--- src/source/synth_pkg.sv ---
package synth_pkg;

    // engine dimensions
    localparam int VOICES             = 4;
    localparam int V_WIDTH            = 2;   // voice index width
    localparam int AUD_BIT_DEPTH      = 24;  // left and right words
    localparam int PHASE_WIDTH        = 16;
    localparam int VOICE_SAMPLE_WIDTH = 22;  // scaled saw of one voice

    // timing
    localparam int SAMPLE_DIV = 16;  // AUDIO_CLK cycles per sample frame

    // envelope
    localparam int LEVEL_MAX     = 255;
    localparam int RESET_ATTACK  = 16;
    localparam int RESET_RELEASE = 16;

    typedef enum logic [1:0] {
        ENV_IDLE,     // no note
        ENV_ATTACK,   // level rising
        ENV_SUSTAIN,  // held at LEVEL_MAX
        ENV_RELEASE   // level falling
    } env_state_t;

    // register map, 3 bit address field
    typedef enum logic [2:0] {
        REG_ATTACK  = 3'd0,
        REG_RELEASE = 3'd1,
        REG_PAN     = 3'd2,
        REG_VOLUME  = 3'd3
    } reg_adr_t;

endpackage

--- src/source/synth_regs.sv ---
module synth_regs (
    input  logic                         AUDIO_CLK,
    input  logic                         rst_n,
    input  logic                         write,
    input  logic                         read,
    input  logic [2:0]                   adr,
    input  logic [7:0]                   synth_data_in,
    output logic [7:0]                   synth_data_out,
    output logic [7:0]                   attack_rate,
    output logic [7:0]                   release_rate,
    output logic [synth_pkg::VOICES-1:0] pan_mask,
    output logic [2:0]                   volume_shift
);

    logic [7:0] rd_mux;  // value selected by adr

    always_ff @(posedge AUDIO_CLK) begin
        if (!rst_n) begin
            attack_rate  <= 8'(synth_pkg::RESET_ATTACK);
            release_rate <= 8'(synth_pkg::RESET_RELEASE);
            pan_mask     <= '0;
            volume_shift <= '0;
        end else if (write) begin
            case (synth_pkg::reg_adr_t'(adr))
                synth_pkg::REG_ATTACK:  attack_rate  <= synth_data_in;
                synth_pkg::REG_RELEASE: release_rate <= synth_data_in;
                synth_pkg::REG_PAN:     pan_mask     <= synth_data_in[synth_pkg::VOICES-1:0];
                synth_pkg::REG_VOLUME:  volume_shift <= synth_data_in[2:0];
                default: ;  // unmapped, write ignored
            endcase
        end
    end

    always_comb begin
        case (synth_pkg::reg_adr_t'(adr))
            synth_pkg::REG_ATTACK:  rd_mux = attack_rate;
            synth_pkg::REG_RELEASE: rd_mux = release_rate;
            synth_pkg::REG_PAN:     rd_mux = 8'(pan_mask);     // upper bits zero
            synth_pkg::REG_VOLUME:  rd_mux = 8'(volume_shift);
            default:                rd_mux = 8'h00;
        endcase
    end

    // read data held until the next read strobe
    always_ff @(posedge AUDIO_CLK) begin
        if (!rst_n) begin
            synth_data_out <= 8'h00;
        end else if (read) begin
            synth_data_out <= rd_mux;
        end
    end

endmodule

--- src/source/note_event_sync.sv ---
module note_event_sync (
    input  logic                          AUDIO_CLK,
    input  logic                          rst_n,
    input  logic                          note_on,
    input  logic [synth_pkg::V_WIDTH-1:0] cur_key_adr,
    input  logic [7:0]                    cur_key_val,
    input  logic [6:0]                    cur_vel_on,
    input  logic [synth_pkg::VOICES-1:0]  keys_on,
    output logic                          sample_tick,
    output logic [synth_pkg::VOICES-1:0]  voice_load,
    output logic [7:0]                    reg_key_val,
    output logic [6:0]                    reg_vel_on,
    output logic [synth_pkg::VOICES-1:0]  reg_keys_on
);

    localparam int DIV_W = $clog2(synth_pkg::SAMPLE_DIV);

    logic [DIV_W-1:0]              div_cnt;
    logic                          frame_end;  // last cycle of the frame
    logic                          pending;
    logic [synth_pkg::V_WIDTH-1:0] pend_adr;
    logic [7:0]                    pend_key;
    logic [6:0]                    pend_vel;

    assign frame_end = (div_cnt == DIV_W'(synth_pkg::SAMPLE_DIV - 1));

    // control side, tick and load bits issued together
    always_ff @(posedge AUDIO_CLK) begin
        if (!rst_n) begin
            div_cnt     <= '0;
            sample_tick <= 1'b0;
            voice_load  <= '0;
            reg_keys_on <= '0;
            pending     <= 1'b0;
        end else begin
            div_cnt     <= div_cnt + 1'b1;  // wraps at SAMPLE_DIV
            sample_tick <= frame_end;
            voice_load  <= '0;
            if (frame_end) begin
                if (pending)
                    voice_load <= synth_pkg::VOICES'(1) << pend_adr;
                reg_keys_on <= keys_on;
                pending     <= 1'b0;
            end
            if (note_on)
                pending <= 1'b1;  // a late event rolls into the next frame
        end
    end

    // captured event, last note_on in the frame wins
    always_ff @(posedge AUDIO_CLK) begin
        if (note_on) begin
            pend_adr <= cur_key_adr;
            pend_key <= cur_key_val;
            pend_vel <= cur_vel_on;
        end
        if (frame_end) begin
            reg_key_val <= pend_key;
            reg_vel_on  <= pend_vel;
        end
    end

endmodule

--- src/source/voice_unit.sv ---
module voice_unit (
    input  logic                                           AUDIO_CLK,
    input  logic                                           rst_n,
    input  logic                                           sample_tick,
    input  logic                                           load,
    input  logic [7:0]                                     key_val,
    input  logic [6:0]                                     vel_on,
    input  logic                                           key_held,
    input  logic [7:0]                                     attack_rate,
    input  logic [7:0]                                     release_rate,
    output logic signed [synth_pkg::VOICE_SAMPLE_WIDTH-1:0] voice_sample,
    output logic                                           voice_free
);

    localparam int PW = synth_pkg::PHASE_WIDTH;

    logic [PW-1:0]         phase;
    logic [PW-1:0]         phase_inc;
    logic [6:0]            vel;
    logic [7:0]            level;
    synth_pkg::env_state_t state;
    logic [8:0]            level_up;  // spare bit for saturation
    logic signed [7:0]     saw;
    logic signed [24:0]    prod;

    assign level_up = {1'b0, level} + {1'b0, attack_rate};

    always_ff @(posedge AUDIO_CLK) begin
        if (!rst_n) begin
            phase     <= '0;
            phase_inc <= '0;
            vel       <= '0;
            level     <= '0;
            state     <= synth_pkg::ENV_IDLE;
        end else if (sample_tick) begin
            if (load) begin
                phase_inc <= PW'(key_val) << 4;  // key times 16
                vel       <= vel_on;
                phase     <= '0;
                level     <= '0;  // silent for the first frame
                state     <= synth_pkg::ENV_ATTACK;
            end else begin
                phase <= phase + phase_inc;
                case (state)
                    synth_pkg::ENV_ATTACK: begin
                        if (!key_held) begin
                            state <= synth_pkg::ENV_RELEASE;
                        end else if (level_up >= 9'(synth_pkg::LEVEL_MAX)) begin
                            level <= 8'(synth_pkg::LEVEL_MAX);
                            state <= synth_pkg::ENV_SUSTAIN;
                        end else begin
                            level <= level_up[7:0];
                        end
                    end
                    synth_pkg::ENV_SUSTAIN: begin
                        if (!key_held)
                            state <= synth_pkg::ENV_RELEASE;
                    end
                    synth_pkg::ENV_RELEASE: begin
                        if (level <= release_rate) begin
                            level <= '0;  // floor, voice done
                            state <= synth_pkg::ENV_IDLE;
                        end else begin
                            level <= level - release_rate;
                        end
                    end
                    default: ;  // idle, phase keeps running
                endcase
            end
        end
    end

    // top phase byte minus 128 is the msb inverted
    assign saw = {~phase[PW-1], phase[PW-2 -: 7]};

    // saw * level * velocity, then >>> 2
    assign prod = saw * $signed({1'b0, level}) * $signed({1'b0, vel});
    assign voice_sample = prod[synth_pkg::VOICE_SAMPLE_WIDTH+1:2];

    assign voice_free = (state == synth_pkg::ENV_IDLE);

endmodule

--- src/source/voice_mixer.sv ---
module voice_mixer (
    input  logic                                   AUDIO_CLK,
    input  logic                                   rst_n,
    input  logic                                   sample_tick,
    input  logic [synth_pkg::VOICES*synth_pkg::VOICE_SAMPLE_WIDTH-1:0] voice_samples,
    input  logic [synth_pkg::VOICES-1:0]           pan_mask,
    input  logic [2:0]                             volume_shift,
    output logic [synth_pkg::AUD_BIT_DEPTH-1:0]    lsound_out,
    output logic [synth_pkg::AUD_BIT_DEPTH-1:0]    rsound_out,
    output logic                                   sample_strobe
);

    localparam int AW = synth_pkg::AUD_BIT_DEPTH;
    localparam int SW = synth_pkg::VOICE_SAMPLE_WIDTH;

    logic                 tick_d;  // voices settled one cycle after the tick
    logic signed [AW-1:0] lsum;
    logic signed [AW-1:0] rsum;

    always_comb begin
        logic signed [AW-1:0] word;
        lsum = '0;
        rsum = '0;
        for (int i = 0; i < synth_pkg::VOICES; i++) begin
            word = AW'($signed(voice_samples[i*SW +: SW]));  // sign extend
            if (pan_mask[i])
                rsum = rsum + word;
            else
                lsum = lsum + word;
        end
    end

    always_ff @(posedge AUDIO_CLK) begin
        if (!rst_n) begin
            tick_d        <= 1'b0;
            sample_strobe <= 1'b0;
            lsound_out    <= '0;
            rsound_out    <= '0;
        end else begin
            tick_d        <= sample_tick;
            sample_strobe <= tick_d;  // strobe with the new words
            if (tick_d) begin
                lsound_out <= lsum >>> volume_shift;
                rsound_out <= rsum >>> volume_shift;
            end
        end
    end

endmodule

--- src/source/synth_engine.sv ---
module synth_engine (
    input  logic                                AUDIO_CLK,
    input  logic                                rst_n,
    input  logic                                note_on,
    input  logic [synth_pkg::V_WIDTH-1:0]       cur_key_adr,
    input  logic [7:0]                          cur_key_val,
    input  logic [6:0]                          cur_vel_on,
    input  logic [synth_pkg::VOICES-1:0]        keys_on,
    input  logic                                write,
    input  logic                                read,
    input  logic [2:0]                          adr,
    input  logic [7:0]                          synth_data_in,
    output logic [7:0]                          synth_data_out,
    output logic [synth_pkg::AUD_BIT_DEPTH-1:0] lsound_out,
    output logic [synth_pkg::AUD_BIT_DEPTH-1:0] rsound_out,
    output logic                                sample_strobe,
    output logic [synth_pkg::VOICES-1:0]        voice_free
);

    localparam int SW = synth_pkg::VOICE_SAMPLE_WIDTH;

    logic [7:0]                          attack_rate;
    logic [7:0]                          release_rate;
    logic [synth_pkg::VOICES-1:0]        pan_mask;
    logic [2:0]                          volume_shift;
    logic                                sample_tick;
    logic [synth_pkg::VOICES-1:0]        voice_load;
    logic [7:0]                          reg_key_val;
    logic [6:0]                          reg_vel_on;
    logic [synth_pkg::VOICES-1:0]        reg_keys_on;
    logic [synth_pkg::VOICES*SW-1:0]     voice_samples;  // one word per voice

    synth_regs synth_regs_inst (
        .AUDIO_CLK      ( AUDIO_CLK ),
        .rst_n          ( rst_n ),
        .write          ( write ),
        .read           ( read ),
        .adr            ( adr ),
        .synth_data_in  ( synth_data_in ),
        .synth_data_out ( synth_data_out ),
        .attack_rate    ( attack_rate ),
        .release_rate   ( release_rate ),
        .pan_mask       ( pan_mask ),
        .volume_shift   ( volume_shift )
    );

    note_event_sync key_sync_inst (
        .AUDIO_CLK   ( AUDIO_CLK ),
        .rst_n       ( rst_n ),
        .note_on     ( note_on ),
        .cur_key_adr ( cur_key_adr ),
        .cur_key_val ( cur_key_val ),
        .cur_vel_on  ( cur_vel_on ),
        .keys_on     ( keys_on ),
        .sample_tick ( sample_tick ),
        .voice_load  ( voice_load ),
        .reg_key_val ( reg_key_val ),
        .reg_vel_on  ( reg_vel_on ),
        .reg_keys_on ( reg_keys_on )
    );

    for (genvar v = 0; v < synth_pkg::VOICES; v++) begin : voice_loop
        voice_unit voice_inst (
            .AUDIO_CLK    ( AUDIO_CLK ),
            .rst_n        ( rst_n ),
            .sample_tick  ( sample_tick ),
            .load         ( voice_load[v] ),
            .key_val      ( reg_key_val ),   // shared, only the loaded voice takes it
            .vel_on       ( reg_vel_on ),
            .key_held     ( reg_keys_on[v] ),
            .attack_rate  ( attack_rate ),
            .release_rate ( release_rate ),
            .voice_sample ( voice_samples[v*SW +: SW] ),
            .voice_free   ( voice_free[v] )
        );
    end

    voice_mixer mixer_inst (
        .AUDIO_CLK     ( AUDIO_CLK ),
        .rst_n         ( rst_n ),
        .sample_tick   ( sample_tick ),
        .voice_samples ( voice_samples ),
        .pan_mask      ( pan_mask ),
        .volume_shift  ( volume_shift ),
        .lsound_out    ( lsound_out ),
        .rsound_out    ( rsound_out ),
        .sample_strobe ( sample_strobe )
    );

endmodule

--- config.mk ---
export PLATFORM = sky130hd
export DESIGN_NAME = synth_engine
export DESIGN_NICKNAME = d
export VERILOG_FILES = /design/src/source/synth_pkg.sv /design/src/source/synth_regs.sv /design/src/source/note_event_sync.sv /design/src/source/voice_unit.sv /design/src/source/voice_mixer.sv /design/src/source/synth_engine.sv
export SDC_FILE = /design/constraint.sdc
export NUM_CORES = 2
export LEC_CHECK = 0
export ABC_AREA = 1
export BUFFER_PORTS_ARGS = -buffer_cell sky130_fd_sc_hd__buf_2
export CAP_MARGIN = 40
export CELL_PAD_IN_SITES_DETAIL_PLACEMENT = 1
export CELL_PAD_IN_SITES_GLOBAL_PLACEMENT = 2
export CORE_UTILIZATION = 38
export DETAILED_ROUTE_END_ITERATION = 10
export HOLD_SLACK_MARGIN = 0.15
export PLACE_DENSITY = 0.94
export SLEW_MARGIN = 40
export SYNTH_ARGS = -nofsm -noshare
export SYNTH_HDL_FRONTEND = slang
export SYNTH_SLANG_ARGS = --single-unit
--- constraint.sdc ---
create_clock -name AUDIO_CLK -period 14.1 [get_ports AUDIO_CLK]
set_clock_uncertainty 0.15 [all_clocks]
set_input_delay 2.82 -clock AUDIO_CLK [delete_from_list [all_inputs] [get_ports AUDIO_CLK]]
set_output_delay 2.82 -clock AUDIO_CLK [all_outputs]
set_load 0.02 [all_outputs]
==> reports/results.ini <==
[outcome]
status = finished clean

[pwr]
netSwitchingFraction = 0.3011
cellLeakagePower_uw = 0.02976
combPwrFrac = 0.104
power_uw = 1907
seqPwrFrac = 0.423
powerDensity_nw_per_um2 = 34.25
p_int_uw = 1333
p_clk_frac = 0.473
peakVddDrop_uv = 76.65
switching_power_uw = 574.2

[route]
drcViolationCount = 0
vias = 50180
wl_per_cell_um = 20.30
via_per_inst = 5.329
ant_nets = 0
drt_iter0_drc = 2946
firstDrtPassIters = 7
drt-total-wl_mm = 191.1

[floorplan]
core-area_um2 = 134000
initial_core_util = 0.3841
ios = 98
die-area_um2 = 136900
die_x_um = 370.0
fp.dieH_um = 370.0
row_count = 134

[synth]
yosys.area.top_type = fa_1
seq_area_frac_synth = 0.1132
synth-main-ff-cell = dfxtp_1
synth_warnings = 0
synthesis.nets = 8773
ys_ff_latch = 275
synth.area.top_cells = fa_1 (20%), ha_1 (14%), nand2_1 (13%)
synthArstFlopShare = 0
syn_area_per_cell_um2 = 6.752
synth_enable_flop_cells = 32
synth_cell_types = 63
syn-cell-area_um2 = 51460
yosys.area.top_type_share = 0.2031
synth_cells = 7621

[worst_setup_path]
crit_required_ns = 14.44
cp_slowest_cell = fa_1
cp_max_fo = 10
endpoint_kind = flop
cpMostUsedCell = nand2_1
crit_cells = 74
critical-path-top-delay-family = adder cells
slowest_delay_ns = 0.55
startpoint = voice_loop[0].voice_inst.phase[9]$_SDFFE_PN0P_
start_kind = flop
path_buf_inv = 16
arrival_ns = 13.73
path_class = reg -> reg
r2r_start = voice_loop[0].voice_inst.phase[9]$_SDFFE_PN0P_
ff2ff_path_depth = 74

[cells_and_area]
fin_util = 0.4157
final_cells = 9417
syn2layout_area_growth_pct = 8.206
nets = 8774
drive_above_1_share = 0.06655
fillers = 17410

[grt]
grt_pass1_vias = 53380
grt_overflow = 0
grt_pass1_wl_mm = 299.0
grt_usage = 0.2774
grt_max_degree = 64
antenna_found_initial = 5

[flow_run]
cap_violations = 0

[placed_design]
numPortBuffers = 97
gp_congestion = 0.9498
hpwl_mm = 161.6
place_inst = 9348
pre_cts_slack_ns = -0.2120

[timing]
period_needed_ns = 13.39
hold_slack_ns = 0.2692
tightest_slew_ns = 0.9473
rsz0062_at_grt = yes
hold_violations = 0
maxSlewHeadroom = 0.3663
fmax_mhz = 74.68
finalSetupViolations = 0
setup_slack_ns = 0.7103
finalCritPeriodShare = 0.9496
drv_slew = 0

[min_path]
hold_path_startpoint = key_sync_inst.pend_key[4]$_DFFE_PP_
hold_depth = 0
hold_class = reg -> reg

[clocking]
cts_buffer_depth = 3
root_buffer = clkbuf_16
clk_pin_slew_worst_paths_ns = 0.06
clk-insertion-delay-late_ns = 0.60
cts_tree = built
cts_buffers = 35
htree_levels = 2
clock_sinks = 275

-- repair_timing --
item | 4_1_cts | 5_1_grt
setup endpoints to repair | 8 | 32
setup buffers | 1 | 4
cloned | 0 | 0
hold buffers | 0 | 0
resized for setup | 6 | 164
pin swaps | 1 | 21
-- worst paths after layout --
kind	end	slack, ns
max	mixer_inst.lsound_out[18]$_SDFFE_PN0P_	0.71
min	key_sync_inst.reg_key_val[4]$_DFFE_PP_	0.27
max reg2reg	mixer_inst.lsound_out[18]$_SDFFE_PN0P_	0.71
min reg2reg	key_sync_inst.reg_key_val[4]$_DFFE_PP_	0.27
-- sequential cells by signal (all words and copies together), names as in the netlist, 7 cells and up --
name                             flops
voice_loop.voice_inst.phase         48
voice_loop.voice_inst.level         32
voice_loop.voice_inst.phase_inc     32
voice_loop.voice_inst.vel           28
mixer_inst.lsound_out               24
mixer_inst.rsound_out               24
key_sync_inst.pend_key               8
key_sync_inst.reg_key_val            8
synth_regs_inst.attack_rate          8
synth_regs_inst.release_rate         8
synth_regs_inst.synth_data_out       8
voice_loop.voice_inst.state          8
key_sync_inst.pend_vel               7
key_sync_inst.reg_vel_on             7
-- power by group through the flow --
stage | clock network [uW] | registers [uW] | logic, uW
final | 901 | 807 | 199
after floorplan | 0 | 820 | 125
after detailed placement | 0 | 825 | 192
after CTS | 917 | 807 | 193
after global routing | 944 | 807 | 216
after global placement | 0 | 824 | 188
-- cell usage after synthesis, types with 55 or more instances --
library cell	number
nand3_1	522
dfxtp_1	243
o21ai_0	300
fa_1	522
nand2_1	1778
nor3_1	55
inv_1	1526
ha_1	593
a21oi_1	524
xnor2_1	100
xor2_1	111
clkbuf_1	144
nand4_1	70
nor2_1	621
-- layout make-up --
cell class | instances | area, um^2 | share of cell area
Antenna cell | 1 | 2.502 | 0.00004494
Clock buffer | 42 | 922.1 | 0.01656
Clock inverter | 21 | 165.2 | 0.002966
Inverter | 1551 | 5828 | 0.1047
Multi-Input combinational cell | 5583 | 39620 | 0.7115
Sequential cell | 275 | 5852 | 0.1051
Tap cell | 1768 | 2212 | 0.03973
Timing Repair Buffer | 176 | 1081 | 0.01941
-- layout by cell type (no fill, tap or decap), types with 12 or more instances in the layout --
cell       Yosys  layout
o21ai_0      300     290
nand2_1     1778    1754
a21oi_2        5      23
or2_1         12      12
ha_2           0      20
clkinv_1      15      15
nand4_1       70      70
o21bai_1      41      41
inv_1       1526    1522
nand3_2       12      22
a31oi_1       32      32
xor2_1       111     106
dfxtp_2        0      15
nand2_2       19      40
fa_1         522     519
buf_2         38      96
nand3_1      522     512
inv_2         10      12
clkbuf_16      0      35
or2_2         43      43
dfxtp_1      243     226
nor2_2        11      25
nor2_1       621     606
a21oi_1      524     504
nor3_1        55      47
nand3b_1      26      26
xnor2_1      100      96
buf_4          7      80
edfxtp_1      32      32
a21o_1        23      23
o21ai_1       25      34
ha_1         593     563
and2_1        33      33
-- per-stage QoR --
stage / area [um^2] / TNS [ns]
floorplan: 51460 / 0
global placement: 53850 / -0.05092
detailed placement: 53890 / -0.8134
CTS: 55020 / 0
global route: 55680 / -0.1669
finish: 55680 / 0
-- metal layers --
metal	track usage	vias up	routed length, um	share of wire
li1	-	23780	-	-
met1	0.3591	25030	83750	0.44
met2	0.4778	1069	91460	0.48
met3	0.02828	306	8510	0.045
met4	0.09671	0	7410	0.039
met5	0	-	0	0
-- logic make-up (layout without fill, tap and decap cells) --
| family | after synthesis | after routing | synth area share |
|---|---|---|---|
| mux | 1 | 1 | 0.0001945 |
| flops | 275 | 275 | 0.1132 |
| simple gates | 3233 | 3233 | 0.2645 |
| compound gates | 1021 | 1021 | 0.1082 |
| xor+xnor | 213 | 213 | 0.03655 |
| fa+ha+maj | 1115 | 1115 | 0.3473 |
| other cells | 0 | 1 | 0 |
| buf+inv | 1763 | 1790 | 0.1300 |
Power figures use the tool's default switching activity.
